File: src/verilog/fetchPkg.sv
/*
   Fetch stage shared definitions: word and register types,
   downstream stage status, load port, FSM states and opcode classes.
*/
package fetchPkg;

   // instruction or address word.
   typedef logic [15:0] word_t;
   typedef logic [2:0]  regIdx_t;

   // major opcode, instruction bits 15 to 11.
   typedef logic [4:0]  opcode_t;

   // what one downstream stage tells fetch.
   typedef struct packed {
      logic    regWrt;
      regIdx_t wrtReg;
      logic    branchInst;
   } pipeStatus_t;

   // instruction memory load port, addr is a byte address.
   typedef struct packed {
      logic  en;
      word_t addr;
      word_t data;
   } memLoad_t;

   typedef enum logic {
      fsRun,
      fsHalted
   } fetchState_t;

   localparam word_t nopInstr = 16'h0800;

   // class prefixes, compared against opcode bits 4 to 2.
   localparam logic [2:0] branchPrefix  = 3'b011;
   localparam logic [2:0] jumpPrefix    = 3'b001;
   localparam logic [2:0] setCondPrefix = 3'b111;

   // single opcodes whose rt field is a source.
   localparam opcode_t opAluRr   = 5'b11011;
   localparam opcode_t opShiftRr = 5'b11010;
   localparam opcode_t opSt      = 5'b10000;
   localparam opcode_t opLd      = 5'b10001;
   localparam opcode_t opStu     = 5'b10011;

endpackage
File: src/verilog/fetchStage.sv
/*
   Instruction fetch stage of the 16-bit five-stage pipeline.
   Ties the PC unit, instruction memory and hazard/halt control together.
*/
module fetchStage import fetchPkg::*; #(
   parameter int unsigned memWords = 256
) (
   input  logic        clk,
   input  logic        arstN,
   input  word_t       newPC,
   input  logic        createDump,
   input  pipeStatus_t statusD,
   input  pipeStatus_t statusX,
   input  pipeStatus_t statusM,
   input  pipeStatus_t statusW,
   input  memLoad_t    load,
   output word_t       instruction,
   output word_t       incPC,
   output logic        err,
   output logic        branchInstF,
   output logic        instrValid
);

   word_t pc;
   word_t fetched;
   logic  pcWrEn;
   logic  redirect;

   pcUnit uPcUnit (
      .clk      (clk),
      .arstN    (arstN),
      .pcWrEn   (pcWrEn),
      .redirect (redirect),
      .newPC    (newPC),
      .pc       (pc),
      .incPC    (incPC),
      .err      (err)
   );

   instrMemory #(
      .memWords (memWords)
   ) uInstrMemory (
      .clk     (clk),
      .pc      (pc),
      .load    (load),
      .fetched (fetched)
   );

   fetchControl uFetchControl (
      .clk         (clk),
      .arstN       (arstN),
      .fetched     (fetched),
      .createDump  (createDump),
      .statusD     (statusD),
      .statusX     (statusX),
      .statusM     (statusM),
      .statusW     (statusW),
      .pcWrEn      (pcWrEn),
      .redirect    (redirect),
      .instruction (instruction),
      .branchInstF (branchInstF),
      .instrValid  (instrValid)
   );

endmodule

File: src/verilog/fetchControl.sv
/*
   Fetch hazard and halt controller.
   Decides stall, redirect, PC write enable and NOP issue.
*/
module fetchControl import fetchPkg::*; (
   input  logic        clk,
   input  logic        arstN,
   input  word_t       fetched,
   input  logic        createDump,
   input  pipeStatus_t statusD,
   input  pipeStatus_t statusX,
   input  pipeStatus_t statusM,
   input  pipeStatus_t statusW,
   output logic        pcWrEn,
   output logic        redirect,
   output word_t       instruction,
   output logic        branchInstF,
   output logic        instrValid
);

   fetchState_t state;
   fetchState_t nextState;
   opcode_t     opcode;
   regIdx_t     rs;
   regIdx_t     rt;
   logic        readsRt;
   logic        isBranch;
   logic        isJump;
   logic        dataHazard;
   logic        stall;
   logic        halted;
   logic        issueNop;

   // true when a stage will overwrite one of our sources.
   function automatic logic writesSource(
      input pipeStatus_t st,
      input regIdx_t     srcS,
      input regIdx_t     srcT,
      input logic        useT
   );
      return st.regWrt && ((st.wrtReg == srcS) || (useT && (st.wrtReg == srcT)));
   endfunction

   // field decode of the fetched word.
   assign opcode = fetched[15:11];
   assign rs     = fetched[10:8];
   assign rt     = fetched[7:5];

   assign isBranch = (opcode[4:2] == branchPrefix);
   assign isJump   = (opcode[4:2] == jumpPrefix);

   assign readsRt = (opcode == opAluRr) || (opcode == opShiftRr) ||
                    (opcode[4:2] == setCondPrefix) ||
                    (opcode == opSt) || (opcode == opLd) || (opcode == opStu);

   assign dataHazard = writesSource(statusD, rs, rt, readsRt) ||
                       writesSource(statusX, rs, rt, readsRt) ||
                       writesSource(statusM, rs, rt, readsRt) ||
                       writesSource(statusW, rs, rt, readsRt);

   // control transfer still unresolved in D or X.
   assign stall = dataHazard || statusD.branchInst || statusX.branchInst;

   // resolved target arrives from M or W.
   assign redirect = statusM.branchInst || statusW.branchInst;

   assign halted   = (state == fsHalted);
   assign issueNop = halted || stall;

   // a redirect overrides the stall but never the halt.
   assign pcWrEn = !halted && !createDump && (!stall || redirect);

   // halt FSM, only reset leaves fsHalted.
   always_comb begin
      nextState = state;
      if (state == fsRun && createDump) begin
         nextState = fsHalted;
      end
   end

   always_ff @(posedge clk or negedge arstN) begin
      if (!arstN) begin
         state <= fsRun;
      end else begin
         state <= nextState;
      end
   end

   always_comb begin
      if (issueNop) begin
         instruction = nopInstr;
         instrValid  = 1'b0;
         branchInstF = 1'b0;
      end else begin
         instruction = fetched;
         instrValid  = 1'b1;
         branchInstF = isBranch || isJump;
      end
   end

endmodule

File: src/verilog/instrMemory.sv
/*
   Instruction storage, word addressed.
   Asynchronous read at the PC, synchronous load port.
*/
module instrMemory import fetchPkg::*; #(
   parameter int unsigned memWords = 256
) (
   input  logic     clk,
   input  word_t    pc,
   input  memLoad_t load,
   output word_t    fetched
);

   localparam int idxW = (memWords > 1) ? $clog2(memWords) : 1;

   // contents stay undefined until loaded.
   word_t mem [memWords];

   logic [idxW-1:0] rdIdx;
   logic [idxW-1:0] wrIdx;

   // byte address to word index, folded onto the array depth.
   assign rdIdx = idxW'(pc[15:1] % memWords);
   assign wrIdx = idxW'(load.addr[15:1] % memWords);

   assign fetched = mem[rdIdx];

   // a load shows up in the next cycle's read.
   always_ff @(posedge clk) begin
      if (load.en) begin
         mem[wrIdx] <= load.data;
      end
   end

endmodule

File: src/verilog/pcUnit.sv
/*
   PC register with +2 incrementer and redirect select.
   Flags PC wrap and misaligned PC on err.
*/
module pcUnit import fetchPkg::*; (
   input  logic  clk,
   input  logic  arstN,
   input  logic  pcWrEn,
   input  logic  redirect,
   input  word_t newPC,
   output word_t pc,
   output word_t incPC,
   output logic  err
);

   word_t nextPc;
   logic  incCarry;
   logic  misaligned;

   // carry out of the add marks a wrap past 16'hFFFE.
   assign {incCarry, incPC} = {1'b0, pc} + 17'd2;

   // only an odd newPC can leave the low bit set.
   assign misaligned = pc[0];

   assign err = incCarry || misaligned;

   assign nextPc = redirect ? newPC : incPC;

   always_ff @(posedge clk or negedge arstN) begin
      if (!arstN) begin
         pc <= '0;
      end else if (pcWrEn) begin
         pc <= nextPc;
      end
   end

endmodule

File: config.mk
export PLATFORM = sky130hd
export DESIGN_NAME = fetchStage
export DESIGN_NICKNAME = d
export VERILOG_FILES = /design/src/verilog/fetchPkg.sv /design/src/verilog/fetchStage.sv /design/src/verilog/fetchControl.sv /design/src/verilog/instrMemory.sv /design/src/verilog/pcUnit.sv
export SDC_FILE = /design/constraint.sdc
export NUM_CORES = 2
export LEC_CHECK = 0
export BUFFER_PORTS_ARGS = -buffer_cell sky130_fd_sc_hd__buf_4
export CAP_MARGIN = 25
export CORE_MARGIN = 4
export CORE_UTILIZATION = 50
export CTS_CLUSTER_SIZE = 14
export DETAILED_ROUTE_END_ITERATION = 16
export PLACE_DENSITY_LB_ADDON = 0.25
export SLEW_MARGIN = 10
export SYNTH_ARGS = -nofsm -noshare
export SYNTH_HDL_FRONTEND = slang
export SYNTH_SLANG_ARGS = --single-unit
File: constraint.sdc
create_clock -name clk -period 5.2 [get_ports clk]
set_input_delay 0.26 -clock clk [delete_from_list [all_inputs] [get_ports clk]]
set_output_delay 0.26 -clock clk [all_outputs]
set_load 0.02 [all_outputs]
==> impl_metrics.toml <==
[status]
status = "complete, but fails checks"
violations = "slew limit, setup timing"

[die]
die_h_um = 573
io_pins = 107
dieArea_um2 = 328000
coreArea_um2 = 318000
rows = 207
initial_utilization_pct = 50.2
die_w_um = 573

[placement]
dp_hpwl_mm = 283
place_ws_ns = -0.237
io_buffers = 98
gp_congestion = 0.941

[cts]
root_buffer = "clkbuf_16"
cts_tree = "done"
cts_made_buffers = 412
clock_tree.buffer_depth = 4
clk_latency_ns = 0.99
clk_pin_slew_ns = 0.06
clock_sinks = 4113
htreeDepth = 5

[power_and_ir_drop]
p_leak_nw = 59.7
power_density_nw_per_um2 = 379
ir_drop_mv = 0.330

[routing]
viasPerCell = 6.52
vias = 81478
drc = 0
drt_pass1_iterations = 9
wl_per_cell_um = 37.4
drt_iter0_markers = 12186
drtAntennaViolNets = 0
wirelength_mm = 467

[setup_path]
crit_path_start_kind = "register"
critPathCapture = "instruction[8]"
crit_chain = "buf_4 -> nor3_2 -> nand3_1 -> nand4_1 -> or4_4 -> nand2_2 -> a221o_1 -> a41oi_2 -> mux2i_2 -> o211ai_1 -> nand3_2 -> buf_4 -> nor3_1 -> buf_4"
reg2reg_depth = 24
crit_fanout = 10
critPathSlowestCell = "nor3_2"
cpMostUsedCell = "buf_4"
worstPathRequired_ns = 4.94
worstReg2RegStart = "uPcUnit.pc[1]"
criticalPathCategory = "reg -> out"
critPathMaxStageDelay_ns = 0.69
critPathLaunch = "uPcUnit.pc[3]"
endpoint_kind = "output pin"
r2r_end = "uPcUnit.pc[15]"
arrival_ns = 5.58
r2r_slack_ns = -0.61

[global_routing]
grt_overflow = 0
grt_first_pass_wirelength_mm = 649
grt_max_degree = 213
antenna_found_initial = 33
grt_pass1_vias = 80669
grt_use_total_pct = 28.1

[timing]
timing.slew.headroom_pct = -2.97
finalMaxSlewViolations = 60
hold_viol_final = 0
finClkSkew_ns = 0.0965
worstMarginPinSlew_ns = 1.54
period_needed_ns = 5.84
max_freq_mhz = 171
tns_ns = -16.41
setup_viol = 31
hold_ws_ns = 0.0229
rsz0062_at_grt = "true"
fin_ws_ns = -0.644
fin_crit_sh_pct = 112

[logic_synthesis]
ys_seq_elements = 4113
synthDistinctLibCells = 76
synth.top_cell.area_share_pct = 77.1
synth_area_leaders = "edfxtp_1, mux4_2, mux2i_1, nor2_1, a22oi_1"
yosys_warnings = 0
netlist_area_um2 = 159000
synth_seq_area_share_pct = 77.4
synth_edf_count = 4096
synth_fp_nets = 7085
syn_inst = 7012
synth-main-ff-cell = "edfxtp_1"
netlist.top_cell.by_area = "edfxtp_1"
async_flop_share_pct = 0.413
synth.avg_cell_area_um2 = 22.7

[flow_run]
maxCapViolCount = 0

[finish]
nNetsFinal = 8015
syn_to_final_growth_pct = 17.1
drive_above_1_share_pct = 33.9

[min_path]
hp-class = "in -> reg"
[cell type report]
| type | instances | area, um2 |
|---|---|---|
| sequential | 4113 | 123000 |
| timing repair inverter | 1 | 8.76 |
| fill | 22188 | 131000 |
| clock buffer | 500 | 10700 |
| clock inverter | 262 | 2470 |
| multi-input combinational | 2480 | 34900 |
| tap | 4180 | 5230 |
| timing repair buffer | 924 | 9870 |
| antenna | 19 | 47.5 |
| inverter | 10 | 53.8 |
[power by group]
group | internal (W) | total, W | switching [W]
Combinational | 0.00200 | 0.00531 | 0.00331
Clock | 0.0162 | 0.0289 | 0.0127
Sequential | 0.0365 | 0.0366 | 0.0000504
Total | 0.0547 | 0.0708 | 0.0161
[timing repair]
action,in CTS,in global routing
pin swaps,43,24
hold buffers,42,1
buffers inserted,99,20
setup endpoints to repair,30,31
hold endpoints to repair,446,50
resized for setup,298,34
cloned,32,0
[per-layer routing]
| metal | share of wire, % | up-vias | track usage (%) |
|---|---|---|---|
| li1 | - | 31787 | - |
| met1 | 36 | 43581 | 37.9 |
| met2 | 46 | 5065 | 42.7 |
| met3 | 11 | 1031 | 7.62 |
| met4 | 6.1 | 14 | 14.2 |
| met5 | 0.030 | - | 0.0145 |
[through the flow]
stage | std cells | area, um2 | total power (W) | utilization (%)
floorplan | 7012 | 159000 | 0.0396 | -
global placement | 11477 | 169000 | 0.0420 | 53.1
detailed placement | 11505 | 169000 | 0.0420 | 53.3
CTS | 12440 | 186000 | 0.0710 | 58.6
global route | 12478 | 187000 | 0.0728 | 58.7
finish | 12489 | 187000 | 0.0708 | 58.7
[cell usage in the layout, fill, tap and decap left out, drive strengths merged, types with 32 or more instances in the layout]
cell	instances
a21oi	63
a221oi	32
a22oi	127
buf	846
clkbuf	516
clkinv	212
dlygate4sd3	42
edfxtp	4096
mux2	52
mux2i	269
mux4	1072
nand2	119
nand3	60
nand4	35
nor2	315
o21ai	57
[synth_stat cells (10+ instances only)]
| cell type | count |
|---|---|
| xor2_1 | 16 |
| dfrtp_1 | 17 |
| nor2_1 | 315 |
| clkbuf_1 | 142 |
| nand3_1 | 60 |
| edfxtp_1 | 4096 |
| o21ai_0 | 42 |
| a22oi_1 | 127 |
| a211oi_1 | 21 |
| o22ai_1 | 30 |
| mux2i_1 | 269 |
| mux4_1 | 20 |
| mux4_2 | 1052 |
| a21oi_1 | 62 |
| buf_2 | 106 |
| nand4_1 | 34 |
| a221oi_1 | 32 |
| nor2b_1 | 23 |
| o21ai_1 | 15 |
| buf_1 | 38 |
| xnor2_1 | 19 |
| and2_1 | 10 |
| nor3_1 | 27 |
| nand2_1 | 119 |
| nor3b_1 | 10 |
| a22o_1 | 10 |
| o211ai_1 | 10 |
| mux2_2 | 35 |
| buf_6 | 54 |
| buf_4 | 61 |
[critical path, delay by kind of cell (launching register included)]
kind	cells	cell delay (ns)
AOI/OAI and AO/OA	3	0.94
buffers and inverters	3	0.67
DFF	1	0.57
muxes	1	0.32
and+or+nand+nor	7	2.05
[registers in the layout (all words and copies together) (netlist names)]
register	cells
uFetchControl.halted	1
uInstrMemory.mem	4096
uPcUnit.pc	16
[worst min-delay path by stage]
stage | to | from | cells after the start
5_1_grt | uInstrMemory.mem[176][12] | load[12] | 1
6_report | uInstrMemory.mem[221][1] | load[1] | 1
2_1_floorplan | uFetchControl.halted | arstN | 0
3_3_place_gp | uPcUnit.pc[0] | arstN | 1
3_5_place_dp | uPcUnit.pc[0] | arstN | 1
4_1_cts | uInstrMemory.mem[235][4] | load[4] | 1
[kinds of logic (layout without fill, tap and decap cells)]
group	count (synthesis)	in the layout	synth area share, %
compound gates	412	412	1.82
xor+xnor	35	35	0.192
fa+ha+maj	1	1	0.00784
buf+inv	420	1697	1.54
flops	4113	4113	77.4
mux	1393	1393	17.3
other cells	0	19	0
simple gates	638	639	1.78
No activity file was read; power rests on OpenSTA's default activity.
